==> config.mk <==
export PLATFORM = sky130hd
export DESIGN_NAME = pool_core_flat
export DESIGN_NICKNAME = d
export VERILOG_FILES = /design/src/design/pool_pkg.sv /design/src/design/pool_if.sv /design/src/design/pool_core.sv /design/src/flat_wrapper.sv
export SDC_FILE = /design/constraint.sdc
export NUM_CORES = 1
export LEC_CHECK = 0
export BUFFER_PORTS_ARGS = -buffer_cell sky130_fd_sc_hd__buf_2
export CORE_MARGIN = 3
export CORE_UTILIZATION = 61
export DETAILED_ROUTE_END_ITERATION = 8
export GPL_TIMING_DRIVEN = 0
export PLACE_DENSITY_LB_ADDON = 0.05
export REMOVE_ABC_BUFFERS = 1
export SETUP_SLACK_MARGIN = 0.05
export SLEW_MARGIN = 20
export SYNTH_ARGS = -nofsm -noshare
export SYNTH_HDL_FRONTEND = slang
export SYNTH_SLANG_ARGS = --single-unit
==> constraint.sdc <==
create_clock -name okClk -period 6.75 [get_ports okClk]
set_input_delay 1.35 -clock okClk [delete_from_list [all_inputs] [get_ports okClk]]
set_output_delay 1.35 -clock okClk [all_outputs]
set_load 0.03 [all_outputs]
==> src/design/pool_pkg.sv <==
package pool_pkg;

	// ----------------------------------------------------------------------
	// word and field widths
	// ----------------------------------------------------------------------
	localparam int WORD_W    = 32;  // host pipe word
	localparam int SAMPLE_W  = 16;  // low half of a sample word, unsigned
	localparam int WIN_LOG_W = 4;   // window_log field, bits 3..0 of a command

	// op_type sits in the top three bits of a command word
	localparam int OP_TYPE_MSB = 31;
	localparam int OP_TYPE_LSB = 29;

	// ----------------------------------------------------------------------
	// opcodes and control states
	// ----------------------------------------------------------------------
	typedef enum logic [2:0] {
		CONV    = 3'd0,  // recognised, no engine behind it
		MAXPOOL = 3'd1,
		AVEPOOL = 3'd2
	} op_type_e;

	typedef enum logic [1:0] {
		CSB_IDLE   = 2'd0,  // waiting for a command word
		CSB_RUN    = 2'd1,  // feeding samples to the core
		CSB_RESULT = 2'd2   // holding the result for the router
	} csb_state_e;

endpackage

==> src/design/pool_if.sv <==
`timescale 1ns/100ps

interface pool_if;
	import pool_pkg::*;

	logic                 clear;    // start of a window
	logic                 acc_en;   // take one sample
	logic [SAMPLE_W-1:0]  sample;
	op_type_e             op;
	logic [WIN_LOG_W-1:0] win_log;
	logic [SAMPLE_W-1:0]  result;   // valid the cycle after the last acc_en

	modport ctrl (
		output clear, acc_en, sample, op, win_log,
		input  result
	);

	modport core (
		input  clear, acc_en, sample, op, win_log,
		output result
	);

endinterface

==> src/design/pool_core.sv <==
`timescale 1ns/100ps

module pool_core (
	input  logic okClk,
	input  logic rst,
	pool_if.core pool
);
	import pool_pkg::*;

	// widest window is 2**15 samples of SAMPLE_W bits
	localparam int SUM_W = SAMPLE_W + 2**WIN_LOG_W - 1;

	logic [SAMPLE_W-1:0] max_q;
	logic [SUM_W-1:0]    sum_q;
	logic [SUM_W-1:0]    sum_shift;

	// ----------------------------------------------------------------------
	// running max and sum over one window
	// ----------------------------------------------------------------------
	always_ff @(posedge okClk) begin
		if (rst || pool.clear) begin
			max_q <= '0;   // samples are unsigned
			sum_q <= '0;
		end else if (pool.acc_en) begin
			if (pool.sample > max_q) begin
				max_q <= pool.sample;
			end
			sum_q <= sum_q + SUM_W'(pool.sample);
		end
	end

	// average of a power-of-two window is a plain shift
	assign sum_shift = sum_q >> pool.win_log;

	assign pool.result = (pool.op == MAXPOOL) ? max_q : sum_shift[SAMPLE_W-1:0];

endmodule

==> src/flat_wrapper.sv <==
// flat-port wrapper written by rule: the top's interface ports become plain ports
module pool_core_flat import pool_pkg::*;
  (okClk, rst, pool_clear, pool_acc_en, pool_sample, pool_op, pool_win_log, pool_result);
  pool_if pool_i ();
  input  logic okClk;
  input  logic rst;
  input wire logic [$bits(pool_i.clear)-1:0] pool_clear;
  input wire logic [$bits(pool_i.acc_en)-1:0] pool_acc_en;
  input wire logic [$bits(pool_i.sample)-1:0] pool_sample;
  input wire logic [$bits(pool_i.op)-1:0] pool_op;
  input wire logic [$bits(pool_i.win_log)-1:0] pool_win_log;
  output wire logic [$bits(pool_i.result)-1:0] pool_result;
  assign pool_i.clear = pool_clear;
  assign pool_i.acc_en = pool_acc_en;
  assign pool_i.sample = pool_sample;
  assign pool_i.op = pool_op;
  assign pool_i.win_log = pool_win_log;
  assign pool_result = pool_i.result;
  pool_core u_core (.okClk(okClk), .rst(rst), .pool(pool_i));
endmodule
==> results.md <==
- Setup violators final: 0
- Worst path depth: 6
- R2r startpoint: u_core.max_q[1]$_SDFFE_PP0P_
- Final Hold Fails: 0
- Post-synthesis instance area: 4300 um^2
- Async SR Flop Fraction: 0
- Post-route clock period utilization: 0.734
- H-tree depth: 2
- Worst slew pin tran: 0.909 ns
- R2R Path End: u_core.max_q[13]$_SDFFE_PP0P_
- Residual DRC: 0
- Crit path kind: primary input to output pin
- Ports: 43
- Clock slew at reported path FFs: 0.09 ns
- Vias: 4050
- Worst VDD drop: 0.0849 mV
- Post-layout util: 0.698
- Die Height: 89.9 um
- CP Launch Type: primary input
- CTS tree: built
- Max Clock Freq: 202 MHz
- Largest net degree at the start of global routing: 36
- Die ar.: 8090 um^2
- Vias in the first global route: 3633
- CP Cell Sequence: buf_2 > inv_1 > mux2_2 > mux4_2 > o21ai_0 > buf_2
- Reg2reg setup slack: 4.05 ns
- Root Driver: clkbuf_8
- Unrepaired setup endpoints after global routing: no
- Warnings from Yosys: 0
- Synth Area per Inst: 7.89 um^2
- Post-layout minimum cycle time: 4.96 ns
- Reg2Reg Depth: 9
- Buf/Inv on CP: 3
- Place WS: 1.80 ns
- Most used DFF post-synth: dfxtp_1
- Slack of the critical path: 1.79 ns
- Starting Density: 0.651
- Slew Limit Fails: 0
- P_leak: 1.96 nW
- Routed WL per cell: 16.6 um
- Register area share after synthesis: 0.219
- Half-perimeter wire length after placement: 8320 um
- Post-CTS Setup Bufs: 0
- Core area: 6600 um^2
- Worst-Skew Late Latency: 0.30 ns
- EDFF count, synth: 0
- First-pass GRT wire length: 17800 um
- ANT cells: 0
- Rel. slew slack: 0.394
- CTS Sinks: 47
- Fill count: 587
- Final ANT Viol Nets: 0
- Starting DRC count in detailed routing: 333
- Cts hold-fix bufs: 0
- Gr usage total: 0.265
- PortBufs: 42
- GRT overflow: 0
- Clk_skew: 0.00938 ns
- Cell mode on critical path: buf_2
- Worst setup path end: pool_result[8]
- Synth area leader: dfxtp_1
- Synth top cells by count: nand2_1 (57), mux2i_1 (52), dfxtp_1 (47), nor2_1 (46), a21oi_1 (44)
- Max-cap violation count: 0
- Delay-heaviest family, CP: buffers and inverters
- GP Congestion: 0.957
- Max incr delay on CP: 0.65 ns
- Worst EP arrival: 3.61 ns
- Share of post-route cells with drive strength above 1: 0.147
- Initial antenna violation count: 0
- Resized cells post-CTS: 0
- Count of cell types in the netlist: 56
- Yosys reg bits: 47
- Die X: 89.9 um
- Via density: 6.17
- Worst-path fanout max: 24
- Top-count cell post-synth: nand2_1
- Synth-to-Final Area Change: 7.19%
- CTS Buf Count: 5
- Power per cell area: 145 nW/um^2
- Status: complete, no violations
- Synth Instances: 545
- Final nets: 624
- Beginning of the critical path: pool_win_log[0]
- Pre-antenna DRT Iters: 6
- Crit-path slowest cell: inv_1
- Synth top area share: 0.219
- Routed WL: 10900 um
- Ranking of synthesized cells by area: dfxtp_1 (22%), mux2i_1 (12%), ha_1 (9.3%), mux4_2 (5.2%), a21oi_1 (5.1%)
- Longest Clk Path Bufs: 2
- Worst hold path type: register to register
- Crit path required time: 5.40 ns
- Type of destination of the critical path: output pin
- Setup TNS Final: 0 ns
- FP Rows: 29
==> power by group <==
part	switching, mW	total [mW]	internal [mW]
clock network	0.0947	0.164	0.0695
logic	0.131	0.210	0.0798
registers	0.00760	0.292	0.285
==> flip-flops by register name (all words and copies together), names as in the netlist <==
signal,count
u_core.sum_q,31
u_core.max_q,16
==> how the worst min path moves through the flow <==
stage                     slack (ns)  depth (start not counted)                      endpoint                    startpoint
final                           0.48                          2  u_core.max_q[3]$_SDFFE_PP0P_  u_core.max_q[3]$_SDFFE_PP0P_
after floorplan                 0.44                          2  u_core.max_q[1]$_SDFFE_PP0P_  u_core.max_q[1]$_SDFFE_PP0P_
after detailed placement        0.47                          2  u_core.max_q[3]$_SDFFE_PP0P_  u_core.max_q[3]$_SDFFE_PP0P_
after global routing            0.52                          2  u_core.max_q[0]$_SDFFE_PP0P_  u_core.max_q[0]$_SDFFE_PP0P_
after CTS                       0.49                          2  u_core.max_q[3]$_SDFFE_PP0P_  u_core.max_q[3]$_SDFFE_PP0P_
after global placement          0.46                          2  u_core.max_q[1]$_SDFFE_PP0P_  u_core.max_q[1]$_SDFFE_PP0P_
==> logic make-up after synthesis <==
logic type,Yosys count,synth area share
simple gates,186,0.206
compound gates,136,0.194
mux,72,0.200
buf+inv,56,0.0521
flops,47,0.219
fa+ha+maj,33,0.0978
xor+xnor,15,0.0306
==> worst register-to-register path, stage by stage, from the launching register on <==
cell	delay (ns)
dfxtp_1	0.35
inv_1	0.06
ha_1	0.29
nor2b_1	0.13
o211ai_1	0.08
a2111oi_0	0.54
a211oi_1	0.13
a211o_1	0.64
nand3_1	0.23
o21ai_0	0.10
==> placed cells by master (no fill, tap or decap), drive strengths merged, types with 3 or more instances in the layout <==
master  Yosys  final
nor2       47     47
and2        4      4
o21bai      4      4
mux4       10     10
nand4      10     10
o21ai      43     43
a31o        4      4
or3         7      7
o31ai       4      4
buf        11     45
dfxtp      47     47
nor3        5      5
nand3      30     30
ha         32     32
a21o        9      9
xor2        8      8
and3        5      5
xnor2       7      7
nand2      57     57
mux2       10     10
inv        22     22
nor2b      11     11
o211ai      3      3
a21oi      45     45
a211oi      8      8
clkbuf     22      6
mux2i      52     52
==> stage by stage <==
step	hold WS, ns	cells	total power, mW	cell area [um^2]
floorplan	0.444	512	0.437	4160
global placement	0.457	647	0.498	4490
detailed placement	0.473	650	0.506	4530
CTS	0.485	656	0.667	4610
global route	0.524	656	0.702	4610
finish	0.478	656	0.667	4610
==> layout make-up <==
| type | count | area, um^2 | area share |
|---|---|---|---|
| Inverter | 23 | 86.3 | 0.0187 |
| Multi-Input combinational cell | 442 | 3150 | 0.683 |
| Clock buffer | 6 | 72.6 | 0.0158 |
| Sequential cell | 47 | 941 | 0.204 |
| Timing Repair Buffer | 45 | 245 | 0.0532 |
| Tap cell | 93 | 116 | 0.0253 |
==> layer usage <==
layer	routed length (um)	share of wire	track usage	up-vias
li1	-	-	-	2014
met1	5390	0.50	0.398	1895
met2	4740	0.44	0.410	133
met3	670	0.062	0.0384	8
met4	75	0.0069	0.0383	0
met5	0	0	0	-
Note: power is estimated with default switching activity, not from simulation.
