[config.mk]
export PLATFORM = sky130hd
export DESIGN_NAME = pool_csb_flat
export DESIGN_NICKNAME = d
export VERILOG_FILES = /design/src/design/pool_pkg.sv /design/src/design/pool_if.sv /design/src/design/pool_csb.sv /design/src/flat_wrapper.sv
export SDC_FILE = /design/constraint.sdc
export NUM_CORES = 1
export LEC_CHECK = 0
export ABC_AREA = 1
export BUFFER_PORTS_ARGS = -buffer_cell sky130_fd_sc_hd__buf_4
export CORE_ASPECT_RATIO = 1.2
export CORE_MARGIN = 3
export CORE_UTILIZATION = 40
export DETAILED_ROUTE_END_ITERATION = 8
export GPL_ROUTABILITY_DRIVEN = 0
export PLACE_DENSITY = 0.81
export SETUP_SLACK_MARGIN = 0.4
export SLEW_MARGIN = 40
export SYNTH_ARGS = -nofsm -noshare
export SYNTH_HDL_FRONTEND = slang
export SYNTH_SLANG_ARGS = --single-unit
[constraint.sdc]
create_clock -name okClk -period 5.9 [get_ports okClk]
set_input_delay 1.18 -clock okClk [delete_from_list [all_inputs] [get_ports okClk]]
set_output_delay 1.18 -clock okClk [all_outputs]
set_load 0.1 [all_outputs]
[src/design/pool_pkg.sv]
package pool_pkg;

	// ----------------------------------------------------------------------
	// word and field widths
	// ----------------------------------------------------------------------
	localparam int WORD_W    = 32;  // host pipe word
	localparam int SAMPLE_W  = 16;  // low half of a sample word, unsigned
	localparam int WIN_LOG_W = 4;   // window_log field, bits 3..0 of a command

	// op_type sits in the top three bits of a command word
	localparam int OP_TYPE_MSB = 31;
	localparam int OP_TYPE_LSB = 29;

	// ----------------------------------------------------------------------
	// opcodes and control states
	// ----------------------------------------------------------------------
	typedef enum logic [2:0] {
		CONV    = 3'd0,  // recognised, no engine behind it
		MAXPOOL = 3'd1,
		AVEPOOL = 3'd2
	} op_type_e;

	typedef enum logic [1:0] {
		CSB_IDLE   = 2'd0,  // waiting for a command word
		CSB_RUN    = 2'd1,  // feeding samples to the core
		CSB_RESULT = 2'd2   // holding the result for the router
	} csb_state_e;

endpackage

[src/design/pool_if.sv]
`timescale 1ns/100ps

interface pool_if;
	import pool_pkg::*;

	logic                 clear;    // start of a window
	logic                 acc_en;   // take one sample
	logic [SAMPLE_W-1:0]  sample;
	op_type_e             op;
	logic [WIN_LOG_W-1:0] win_log;
	logic [SAMPLE_W-1:0]  result;   // valid the cycle after the last acc_en

	modport ctrl (
		output clear, acc_en, sample, op, win_log,
		input  result
	);

	modport core (
		input  clear, acc_en, sample, op, win_log,
		output result
	);

endinterface

[src/design/pool_csb.sv]
`timescale 1ns/100ps

module pool_csb (
	input  logic                        okClk,
	input  logic                        rst,
	input  logic                        word_valid,
	output logic                        word_ready,
	input  logic [pool_pkg::WORD_W-1:0] word_data,
	output logic                        res_valid,
	input  logic                        res_ready,
	output logic [pool_pkg::WORD_W-1:0] res_data,
	pool_if.ctrl                        pool
);
	import pool_pkg::*;

	localparam int CNT_W = 2**WIN_LOG_W;   // holds up to 2**15 sample indices

	csb_state_e           state;
	op_type_e             cmd_op;
	op_type_e             op_q;
	logic [WIN_LOG_W-1:0] win_log_q;
	logic [CNT_W-1:0]     cnt, last_idx;
	logic                 word_fire, cmd_ok;

	// ----------------------------------------------------------------------
	// command decode and core drive
	// ----------------------------------------------------------------------
	assign cmd_op    = op_type_e'(word_data[OP_TYPE_MSB:OP_TYPE_LSB]);
	assign cmd_ok    = (cmd_op == MAXPOOL) || (cmd_op == AVEPOOL);   // CONV and others dropped
	assign word_fire = word_valid & word_ready;
	assign last_idx  = (CNT_W'(1) << win_log_q) - 1'b1;

	assign word_ready   = (state != CSB_RESULT);   // one word per cycle otherwise
	assign pool.clear   = (state == CSB_IDLE) & word_fire & cmd_ok;
	assign pool.acc_en  = (state == CSB_RUN) & word_fire;
	assign pool.sample  = word_data[SAMPLE_W-1:0];
	assign pool.op      = op_q;
	assign pool.win_log = win_log_q;

	assign res_valid = (state == CSB_RESULT);
	assign res_data  = {{(WORD_W - SAMPLE_W){1'b0}}, pool.result};   // upper half zero

	always_ff @(posedge okClk) begin
		if (pool.clear) begin
			op_q      <= cmd_op;
			win_log_q <= word_data[WIN_LOG_W-1:0];
		end
	end

	// ----------------------------------------------------------------------
	// window sequencing
	// ----------------------------------------------------------------------
	always_ff @(posedge okClk) begin
		if (rst) begin
			state <= CSB_IDLE;
			cnt   <= '0;
		end else begin
			case (state)
				CSB_IDLE: begin
					cnt <= '0;
					if (pool.clear) begin
						state <= CSB_RUN;
					end
				end
				CSB_RUN: begin
					if (pool.acc_en) begin
						cnt <= cnt + 1'b1;
						if (cnt == last_idx) begin
							state <= CSB_RESULT;   // core result settles next cycle
						end
					end
				end
				CSB_RESULT: begin
					if (res_ready) begin
						state <= CSB_IDLE;
					end
				end
				default: state <= CSB_IDLE;
			endcase
		end
	end

endmodule

[src/flat_wrapper.sv]
// flat-port wrapper written by rule: the top's interface ports become plain ports
module pool_csb_flat import pool_pkg::*;
  (okClk, rst, word_valid, word_ready, word_data, res_valid, res_ready, res_data, pool_clear, pool_acc_en, pool_sample, pool_op, pool_win_log, pool_result);
  pool_if pool_i ();
  input  logic okClk;
  input  logic rst;
  input  logic word_valid;
  output logic word_ready;
  input  logic [pool_pkg::WORD_W-1:0] word_data;
  output logic res_valid;
  input  logic res_ready;
  output logic [pool_pkg::WORD_W-1:0] res_data;
  output wire logic [$bits(pool_i.clear)-1:0] pool_clear;
  output wire logic [$bits(pool_i.acc_en)-1:0] pool_acc_en;
  output wire logic [$bits(pool_i.sample)-1:0] pool_sample;
  output wire logic [$bits(pool_i.op)-1:0] pool_op;
  output wire logic [$bits(pool_i.win_log)-1:0] pool_win_log;
  input wire logic [$bits(pool_i.result)-1:0] pool_result;
  assign pool_clear = pool_i.clear;
  assign pool_acc_en = pool_i.acc_en;
  assign pool_sample = pool_i.sample;
  assign pool_op = pool_i.op;
  assign pool_win_log = pool_i.win_log;
  assign pool_i.result = pool_result;
  pool_csb u_core (.okClk(okClk), .rst(rst), .word_valid(word_valid), .word_ready(word_ready), .word_data(word_data), .res_valid(res_valid), .res_ready(res_ready), .res_data(res_data), .pool(pool_i));
endmodule
==> results_dict.tcl <==
set metrics [dict create \
    status "finished, final reports clean" \
    htreeDepth 1 \
    routedWlPerCell_um 11.8 \
    min_from "u_core.cnt[15]" \
    drc 0 \
    multi_input_area_um2 951 \
    finalSetupViolCount 0 \
    period_share 0.567 \
    syn_inst 298 \
    cpMaxStageDelayCell "buf_4" \
    syn-cell-area_mm2 0.00199 \
    period_needed_ns 3.35 \
    drive_gt1_frac 0.123 \
    ys_ff_latch 25 \
    cts_setup_buffers 0 \
    maxSlewViolCount 0 \
    clock_latency_ns 0.27 \
    rsz0062_at_grt "no" \
    ant_nets 0 \
    timing.rr.start "u_core.pool.win_log[3]" \
    syn_to_final_growth_pct -0.756 \
    core_area_mm2 0.00470 \
    finalSetupTns_ns 0 \
    grt_pass1_vias 1583 \
    layout_commonest_cell "nand2_1" \
    die_h_um 83.2 \
    cts_buffers 3 \
    path_clk_slew_ns 0.08 \
    die_x_um 70.3 \
    start_util 0.423 \
    cts_buffer_depth 2 \
    cts_tree "built" \
    drtIter0Drc 97 \
    critPathMaxStageDelay_ns 0.35 \
    rrSetupSlack_ns 3.45 \
    cts_num_sinks 25 \
    num_io_pins 111 \
    synth_edf_count 7 \
    grt_util_all_layers 0.138 \
    hold_buffers 0 \
    ys_async_sr_fraction 0 \
    avgSynthCellArea_um2 6.66 \
    final_cell_mix "nand2_1 (78), inv_1 (38), nor2_1 (29)" \
    cts_resized 0 \
    vias 1703 \
    reg2reg_depth 14 \
    hold-path-cell-count 2 \
    antenna_found_initial 0 \
    synth_cell_types 25 \
    nFillCells 481 \
    dp.cells 346 \
    synth_warnings 0 \
    hold_viol 0 \
    ir_drop_mv 0.0815 \
    cp-start-kind "input port" \
    instances_no_fill 350 \
    end_kind "output pin" \
    worstPathArrival_ns 2.17 \
    dpl.hpwl_um 3330 \
    worstHoldEndpoint "u_core.cnt[15]" \
    row_count 27 \
    leakage_nw 0.868 \
    critPathKind "in2out" \
    overflow 0 \
    post_drt_via_cell_ratio 4.87 \
    regArea_um2 571 \
    skew_ns 0.00750 \
    drv_cap 0 \
    seq_area_frac_synth 0.287 \
    clock.fmax_mhz 299 \
    synth_flop_cell "dfxtp_1" \
    grt_max_degree 15 \
    nets 347 \
    grt_pass1_wl_um 6880 \
    reg2reg_to "u_core.state[0]" \
    critPathMaxFanout 8 \
    dr.pass1.iters 4 \
    drt-total-wl_um 4120 \
    cp_data_required_time_ns 4.72 \
    power_density_mw_per_mm2 200 \
    io_buffers 25 \
    antenna_cells 0 \
    root_buffer "clkbuf_8" \
    worstPathCellList "buf_4 > inv_1 > nand2_1 > nor2_1 > nand2_1 > inv_1 > buf_4" \
    die-area_mm2 0.00585 \
    hold_class "reg2reg" \
]
==> per-layer routing <==
metal / track usage / up-vias / routed length (µm)
met5: 0 / - / 0
met4: 0.0645 / 0 / 132
met3: 0.0169 / 19 / 254
met2: 0.239 / 57 / 2090
met1: 0.166 / 760 / 1640
li1: - / 867 / -
==> through the flow <==
stage                     utilization  setup WS, ns  hold slack (ns)  total power (W)  area (µm²)
after floorplan                     -          2.08            0.439         0.000380        2040
after global routing            0.420          2.47            0.499         0.000410        1970
after global placement          0.410          2.59            0.448         0.000296        1920
after detailed placement        0.410          2.54            0.462         0.000297        1920
final                           0.420          2.55            0.470         0.000394        1970
after CTS                       0.420          2.54            0.474         0.000394        1970
==> cell families (layout without fill, tap and decap cells) <==
kind of cell | count (synthesis) | count (layout) | synth area share
AO/OA/AOI/OAI | 34 | 34 | 0.0958
other | 1 | 16 | 0.00189
buffers and inverters | 88 | 67 | 0.262
adder cells (fa/ha/maj) | 2 | 2 | 0.0126
flip-flops | 25 | 25 | 0.287
AND/OR/NAND/NOR | 143 | 143 | 0.318
XOR/XNOR | 5 | 5 | 0.0221
==> registers in the layout, indices dropped and copies added (netlist names) <==
register	flops
u_core.cnt	16
u_core.pool.op	3
u_core.pool.win_log	4
u_core.state	2
==> worst max-delay path, delay by kind of cell <==
kind / cells / cell delay (ns)
and+or+nand+nor: 3 / 0.22
buffers and inverters: 4 / 0.75
==> final cells by class <==
cell class              count  area share
multi-input cells         200       0.483
repair buffers             25      0.0952
inverters                  38      0.0724
clock inverters             1     0.00254
clock buffers               3      0.0210
flip-flops and latches     25       0.290
well taps                  58      0.0368
==> synthesized netlist by cell type, types with 2 or more instances <==
| library cell | number | area share |
|---|---|---|
| nor3_1 | 8 | 0.020 |
| nor2_4 | 4 | 0.023 |
| a21oi_1 | 17 | 0.043 |
| nor2_1 | 29 | 0.055 |
| nand3_1 | 17 | 0.043 |
| nand3b_1 | 2 | 0.0076 |
| xor2_1 | 5 | 0.022 |
| edfxtp_1 | 7 | 0.11 |
| o211ai_1 | 2 | 0.0076 |
| o21ai_0 | 9 | 0.023 |
| nand2_1 | 78 | 0.15 |
| buf_4 | 48 | 0.18 |
| nand4_1 | 2 | 0.0063 |
| dfxtp_1 | 18 | 0.18 |
| inv_1 | 38 | 0.072 |
| a211oi_1 | 4 | 0.015 |
| ha_1 | 2 | 0.013 |
==> worst max path at each step <==
stage,from,end,cells past startpoint
floorplan,u_core.state[1],word_ready,3
global placement,word_data[31],pool_clear,7
detailed placement,word_data[31],pool_clear,7
CTS,word_data[31],pool_clear,7
global route,word_data[31],pool_clear,7
finish,word_data[31],pool_clear,7
==> power breakdown <==
part	switching, W	internal (W)
combinational	0.0000941	0.0000169
sequential	0.00000339	0.000179
clock	0.0000532	0.0000472
Power figures use the tool's default switching activity.
