===== src/design/pool_pkg.sv =====
package pool_pkg;

	// ----------------------------------------------------------------------
	// word and field widths
	// ----------------------------------------------------------------------
	localparam int WORD_W    = 32;  // host pipe word
	localparam int SAMPLE_W  = 16;  // low half of a sample word, unsigned
	localparam int WIN_LOG_W = 4;   // window_log field, bits 3..0 of a command

	// op_type sits in the top three bits of a command word
	localparam int OP_TYPE_MSB = 31;
	localparam int OP_TYPE_LSB = 29;

	// ----------------------------------------------------------------------
	// opcodes and control states
	// ----------------------------------------------------------------------
	typedef enum logic [2:0] {
		CONV    = 3'd0,  // recognised, no engine behind it
		MAXPOOL = 3'd1,
		AVEPOOL = 3'd2
	} op_type_e;

	typedef enum logic [1:0] {
		CSB_IDLE   = 2'd0,  // waiting for a command word
		CSB_RUN    = 2'd1,  // feeding samples to the core
		CSB_RESULT = 2'd2   // holding the result for the router
	} csb_state_e;

endpackage


===== src/design/pipe_link_if.sv =====
`timescale 1ns/100ps

interface pipe_link_if;
	import pool_pkg::*;

	logic              in_pop;    // remove head of pipe-in
	logic [WORD_W-1:0] in_data;   // head of pipe-in, valid while !in_empty
	logic              in_empty;
	logic              out_push;  // write out_data into pipe-out
	logic [WORD_W-1:0] out_data;
	logic              out_full;

	modport pipes (
		input  in_pop, out_push, out_data,
		output in_data, in_empty, out_full
	);

	modport router (
		input  in_data, in_empty, out_full,
		output in_pop, out_push, out_data
	);

endinterface


===== src/design/word_router.sv =====
`timescale 1ns/100ps

module word_router (
	input  logic                        okClk,
	input  logic                        rst,
	input  logic                        op_en,
	pipe_link_if.router                 link,
	output logic                        word_valid,
	input  logic                        word_ready,
	output logic [pool_pkg::WORD_W-1:0] word_data,
	input  logic                        res_valid,
	output logic                        res_ready,
	input  logic [pool_pkg::WORD_W-1:0] res_data,
	output logic                        irq
);

	logic loop_move;   // loopback word moves this cycle
	logic res_fire;    // result enters pipe-out this cycle

	assign loop_move = ~op_en & ~link.in_empty & ~link.out_full;

	// pool stream, pipe-in head offered straight to the control block
	assign word_valid = op_en & ~link.in_empty;
	assign word_data  = link.in_data;
	assign res_ready  = op_en & ~link.out_full;
	assign res_fire   = res_valid & res_ready;

	assign link.in_pop   = loop_move | (word_valid & word_ready);
	assign link.out_push = loop_move | res_fire;
	assign link.out_data = op_en ? res_data : link.in_data;

	always_ff @(posedge okClk) begin
		if (rst) begin
			irq <= 1'b0;
		end else begin
			irq <= res_fire;   // one pulse per result
		end
	end

endmodule


===== src/flat_wrapper.sv =====
// flat-port wrapper written by rule: the top's interface ports become plain ports
module word_router_flat 
  (okClk, rst, op_en, word_valid, word_ready, word_data, res_valid, res_ready, res_data, irq, link_in_data, link_in_empty, link_out_full, link_in_pop, link_out_push, link_out_data);
  pipe_link_if link_i ();
  input  logic okClk;
  input  logic rst;
  input  logic op_en;
  output logic word_valid;
  input  logic word_ready;
  output logic [pool_pkg::WORD_W-1:0] word_data;
  input  logic res_valid;
  output logic res_ready;
  input  logic [pool_pkg::WORD_W-1:0] res_data;
  output logic irq;
  input wire logic [$bits(link_i.in_data)-1:0] link_in_data;
  input wire logic [$bits(link_i.in_empty)-1:0] link_in_empty;
  input wire logic [$bits(link_i.out_full)-1:0] link_out_full;
  output wire logic [$bits(link_i.in_pop)-1:0] link_in_pop;
  output wire logic [$bits(link_i.out_push)-1:0] link_out_push;
  output wire logic [$bits(link_i.out_data)-1:0] link_out_data;
  assign link_i.in_data = link_in_data;
  assign link_i.in_empty = link_in_empty;
  assign link_i.out_full = link_out_full;
  assign link_in_pop = link_i.in_pop;
  assign link_out_push = link_i.out_push;
  assign link_out_data = link_i.out_data;
  word_router u_core (.okClk(okClk), .rst(rst), .op_en(op_en), .link(link_i), .word_valid(word_valid), .word_ready(word_ready), .word_data(word_data), .res_valid(res_valid), .res_ready(res_ready), .res_data(res_data), .irq(irq));
endmodule

===== config.mk =====
export PLATFORM = sky130hd
export DESIGN_NAME = word_router_flat
export DESIGN_NICKNAME = d
export VERILOG_FILES = /design/src/design/pool_pkg.sv /design/src/design/pipe_link_if.sv /design/src/design/word_router.sv /design/src/flat_wrapper.sv
export SDC_FILE = /design/constraint.sdc
export NUM_CORES = 1
export LEC_CHECK = 0
export BUFFER_PORTS_ARGS = -buffer_cell sky130_fd_sc_hd__clkbuf_2
export CORE_AREA = 2 2 55 57
export CTS_BUF_LIST = sky130_fd_sc_hd__clkbuf_8
export CTS_CLUSTER_DIAMETER = 50
export DETAILED_ROUTE_END_ITERATION = 10
export DIE_AREA = 0 0 57 59
export GPL_ROUTABILITY_DRIVEN = 0
export GPL_TIMING_DRIVEN = 0
export PLACE_DENSITY = 0.85
export SYNTH_ARGS = -nofsm -noshare
export SYNTH_HDL_FRONTEND = slang
export SYNTH_SLANG_ARGS = --single-unit
export TNS_END_PERCENT = 30

===== constraint.sdc =====
create_clock -name okClk -period 1.2 [get_ports okClk]
set_input_delay 0 -clock okClk [delete_from_list [all_inputs] [get_ports okClk]]
set_output_delay 0 -clock okClk [all_outputs]
set_load 0.005 [all_outputs]

==> run metrics, run 1 <==
worst setup margin=approximately 0.48 ns; initial DRC count=10; CP Class=in -> out; worst hold stages=3; max reg flops=1; pre-CTS WS=0.465 ns; crit-path cells=buf_6 -> buf_6 -> mux2_4 -> clkbuf_2; Die ar.=0.00336 mm^2; Chip Width=roughly 57 um; Seq/Total Area, Yosys=between 2 and 3%; final setup fails=0; layout cells sized above 1=95.4%; Slew headroom=86.0%; cell depth of the worst setup path=4; fmax=1390 MHz; Syn. warnings=0; met2 wire len=approximately 1600 um; #FFs+latches synth=1; row cnt=19; cells after synthesis=78; Layout area overhead=94.2%; crit share post-route=60.0%; Avg WL per Cell=10.7 um; Design Power=roughly 0.57 mW; crit-path max FO=10; nets@finish=289; cell family with most CP delay=buffers and inverters; setup TNS=0 ns; Post-Syn Area=774 um^2; Hold Slack=0.237 ns; PwrDens=380 mW/mm^2; Top reg by flops=u_core.irq; metal1 wirelength=740 um; Critical Path Start Type=input pin; Synth area leaders=mux2_4 (33%), buf_4 (31%), mux2_2 (22%), buf_6 (4.4%), dfxtp_1 (2.6%); Crit-path slowest cell=mux2_4; first-pass GRT wire length=3720 um; Total GRT Usage=between 10% and 20%; min-delay src=link_out_full; Fin. Hold Viols=0; min-delay worst type=in -> out; Post-Syn Nets=149; post-route minimum period=0.720 ns; ant diodes=0; CTS resizes=0; CTS Hold Bufs=0; via count=1047; largest registers=u_core.irq (1); drt pass-1 iters=4; post-synth top area share=33.0%; CP max stage delay=0.31 ns; grt total ovfl=0; Initial Util=~29%; vias in the first global route=928; buffer and inverter count on the worst path=3; cell mode on critical path=buf_6; drt total wl=2650 um; DP Wirelength=2590 um; WL met3=351 um; Worst Tran Pin Value=0.210 ns; DR vias/cell=4.24; uppermost layer routed=met3; Required @ worst endpoint=between 1 and 1.5 ns; VDD IR max=0.252 mV; fin. max-slew vios=0; area leader, netlist=mux2_4; Placement Cell Area=0.00150 mm^2; WHS Endpoint=link_out_push; die height=approximately 59 um; setup repair after global routing missed its margin=false; I/O Buffers=138; Worst EP arrival=0.72 ns; largest net degree at the start of global routing=11; DRC=0; Core Area=0.00271 mm^2; Leak=0.979 nW; post-synth cell types=11; Mean Syn Cell Area=9.93 um^2; initial antenna violation count=0; post-CTS setup buffers=0; maxcap violations=0; post-route cell area=0.00150 mm^2; crit end category=output port; num ports=140; status=completed; ANT nets after route=0
[worst max path at each step]
stage	endpoint	slack (ns)	startpoint
floorplan	link_out_data[12]	0.62	op_en
global placement	link_out_data[12]	0.47	op_en
detailed placement	link_out_data[17]	0.46	op_en
CTS	link_out_data[17]	0.46	op_en
global route	link_out_data[21]	0.45	op_en
finish	link_out_data[17]	0.48	op_en
[logic make-up (layout without fill, tap and decap cells)]
group,after synthesis,after routing,share of synthesized area (%)
simple gates,7,7,5.33
buf+inv,36,174,36.0
mux,32,32,54.8
compound gates,2,2,1.29
flops,1,1,2.58
[cell usage in the layout (no fill, tap or decap)]
master / synthesis / routed
buf_2: 1 / 1
a21oi_1: 2 / 2
mux2_4: 17 / 17
mux2_2: 15 / 15
and3b_1: 1 / 1
nor2b_1: 2 / 2
buf_4: 32 / 32
or2_0: 2 / 2
dfxtp_1: 1 / 1
clkbuf_2: 0 / 138
nand2_1: 2 / 2
buf_6: 3 / 3
[Yosys cell counts (all sizes together)]
cell,instances
buf,36
nand2,2
or2,2
dfxtp,1
a21oi,2
nor2b,2
and3b,1
mux2,32
[through the flow]
stage,instances,util (%)
6_report,247,55.5
3_5_place_dp,247,55.5
2_1_floorplan,78,-
5_1_grt,247,55.5
4_1_cts,247,55.5
3_3_place_gp,247,55.5
[worst min-delay path, stage by stage]
cell and delay [ns]:
clkbuf_2 0.09, a21oi_1 0.04, clkbuf_2 0.11
[power by group]
part           leakage (nW)  internal [mW]  switching (mW)
Clock                     0              0               0
Combinational         0.971          0.355           0.182
Sequential          0.00814         0.0348        0.000302
[area by class of cell]
class,count,area (um^2)
tap,31,38.8
fill,256,1210
timing repair buffer,138,691
sequential,1,20.0
multi-input combinational,41,475
buffer,36,279
[per-layer routing]
metal,vias up,track usage [%]
li1,512,-
met1,458,11.7
met2,77,32.0
met3,0,2.84
met4,0,0
met5,-,0
Power figures use the tool's default switching activity.
==> run 2, diff against run 1 <==
Settings changed: ABC_AREA set to 1, CORE_AREA 2 2 55 57 to unset, CORE_ASPECT_RATIO set to 1.25, CORE_UTILIZATION set to 27, DIE_AREA 0 0 57 59 to unset, PLACE_DENSITY 0.85 to 0.82.
Clock period 1.2 ns to 0.8 ns, I/O delays scaled along.
==> run metrics, run 2 <==
status=completed (unchanged); Synth top cells by count=nand2_1 (91), buf_4 (33), nand2_2 (8) (was buf_4 (32), mux2_4 (17), mux2_2 (15)); Top reg by flops=u_core.irq (unchanged); most frequent cell after synthesis=nand2_1 (was buf_4); maxcap violations=0 (unchanged); CP max stage delay=0.13 ns (was 0.31 ns); row cnt=21 (was 19); CP Class=in -> out (unchanged); grt met3 use=1.72% (was 2.84%); fin. max-slew vios=0 (unchanged); Switch Pwr=0.333 mW (was 0.182 mW); layout cells sized above 1=65.7% (was 95.4%); most frequent cells in the layout=clkbuf_2 (138), nand2_1 (91), buf_4 (33) (was clkbuf_2 (138), buf_4 (32), mux2_4 (17)); cell family with most CP delay=buffers and inverters (unchanged); ANT nets after route=0 (unchanged); DP Wirelength=2560 um (was 2590 um); largest net degree at the start of global routing=11 (unchanged); Crit-path slowest cell=buf_6 (was mux2_4); fill count=284 (was 256); Seq/Total Area, Yosys=2.55% (was 2.58%); ys async rst share=0% (unchanged); VDD IR max=0.294 mV (was 0.252 mV); met2 Use GR=37.5% (was 32.0%); Combinational Power Share=93.8% (about the same); Initial Util=29.0% (was 28.6%); setup repair after global routing missed its margin=false (unchanged); PwrDens=558 mW/mm^2 (was 380 mW/mm^2); CTS Hold Bufs=0 (unchanged); max reg flops=1 (unchanged); via count=1300 (was 1047); Avg WL per Cell=8.78 um (was 10.7 um); crit end category=output port (unchanged); I/O Buffers=138 (unchanged); grt total ovfl=0 (unchanged); fmax=between 1500 and 2000 MHz; Worst Tran Pin Value=0.108 ns (was 0.210 ns); nets@finish=359 (was 289); crit-path max FO=10 (unchanged); first-pass GRT wire length=4420 um (was 3720 um); drt pass-1 iters=4 (unchanged); Syn. warnings=0 (unchanged); post-CTS setup buffers=0 (unchanged); drt total wl=2810 um (was 2650 um); crit share post-route=70.3%; global routing's busiest layer=met2 (unchanged); commonest non-fill, non-tap cell in the layout=clkbuf_2 (unchanged); CTS resizes=0 (unchanged); initial antenna violation count=0 (unchanged); Fin. Hold Viols=0 (unchanged); Post-Syn Nets=219 (was 149); area leader, netlist=nand2_1 (was mux2_4); post-route minimum period=0.563 ns; GRT met1 Usage=16.0% (was 11.7%); crit-path cells=buf_6 -> inv_8 -> buf_6 -> nand2_1 -> nand2_1 -> clkbuf_2 (was buf_6 -> buf_6 -> mux2_4 -> clkbuf_2); Hold Slack=0.170 ns (was 0.237 ns); setup TNS=0 ns (unchanged); Synth area leaders=nand2_1 (44%), buf_4 (32%), buf_6 (7.2%), nand2_2 (6.4%), buf_12 (2.6%) (was mux2_4 (33%), buf_4 (31%), mux2_2 (22%), buf_6 (4.4%), dfxtp_1 (2.6%)); DRC=0 (unchanged); vias in the first global route=1097 (was 928); Sw Share=39.3% (was 31.8%); Mean Syn Cell Area=5.30 um^2 (was 9.93 um^2); CTS clk-pin slew, worst paths=0 ns; commonest register cell after synthesis=dfxtp_1 (unchanged); Die ar.=0.00313 mm^2 (was 0.00336 mm^2); final setup fails=0 (unchanged); Clock power frac=0% (about the same); initial DRC count=14 (was 10); post-synth top area share=43.5% (was 33.0%); ant diodes=0 (unchanged); number of synthesized flops with an enable pin=0 (unchanged); #FFs+latches synth=1 (unchanged); min-delay worst type=in -> reg (was in -> out); Critical Path Start Type=input pin (unchanged); die height=62.3 um (was 59 um); largest registers=u_core.irq (1) (unchanged); Slew headroom=92.8% (was 86.0%); Leak=1.11 nW (was 0.979 nW); Int Pwr=0.514 mW (was 0.389 mW); cells after synthesis=148 (was 78); buffer and inverter count on the worst path=4 (was 3); Worst EP arrival=0.56 ns (was 0.72 ns); Required @ worst endpoint=0.80 ns (was 1.20 ns); Post-Syn Area=785 um^2 (was 774 um^2); sequential share of power=6.2% (about the same); Core Area=0.00271 mm^2 (about the same); num ports=140 (unchanged); Total GRT Usage=17.0% (was 13.5%); Layout area overhead=93.5% (was 94.2%); Design Power=0.847 mW (was 0.571 mW); Chip Width=50.2 um (was 57 um); post-synth cell types=11 (unchanged); DR vias/cell=4.06 (was 4.24)
==> run 2: final cells by class <==
cell class	count	area (um^2)	area share (%)
Multi-Input combinational cell	105	422	27.8
Sequential cell	1	20.0	1.32
Inverter	3	18.8	1.24
Buffer	39	324	21.4
Tap cell	34	42.5	2.80
Timing Repair Buffer	138	691	45.5
==> run 2: per-layer routing <==
layer / part of all wire [%] / vias up
li1: - / 686
met1: 32 / 548
met2: 58 / 64
met3: 8.8 / 2
met4: 0.68 / 0
met5: 0 / -
==> run 2: through the flow <==
step	instance area, um^2	worst slack (ns)	util [%]	instances
after CTS	1520	0.227	56.1	320
after global routing	1520	0.165	56.1	320
after global placement	1520	0.228	56.1	320
after floorplan	785	0.388	-	148
final	1520	0.237	56.1	320
after detailed placement	1520	0.227	56.1	320
==> run 2: power groups by stage <==
stage	clock network, mW	logic [mW]	registers, mW
after floorplan	0	0.376	0.0528
after global placement	0	0.794	0.0526
after detailed placement	0	0.803	0.0529
after CTS	0	0.806	0.0529
after global routing	0	0.885	0.0529
final	0	0.794	0.0529
==> run 2: final timing paths <==
| kind | startpoint | to | slack, ns | depth (start not counted) |
|---|---|---|---|---|
| setup / recovery | op_en | link_out_data[10] | 0.24 | 6 |
| hold / removal | rst | u_core.irq | 0.17 | 2 |
==> run 2: logic make-up after synthesis <==
family | synth area share (%)
and+or+nand+nor | 53.7
buffers and inverters | 43.7
DFF | 2.55
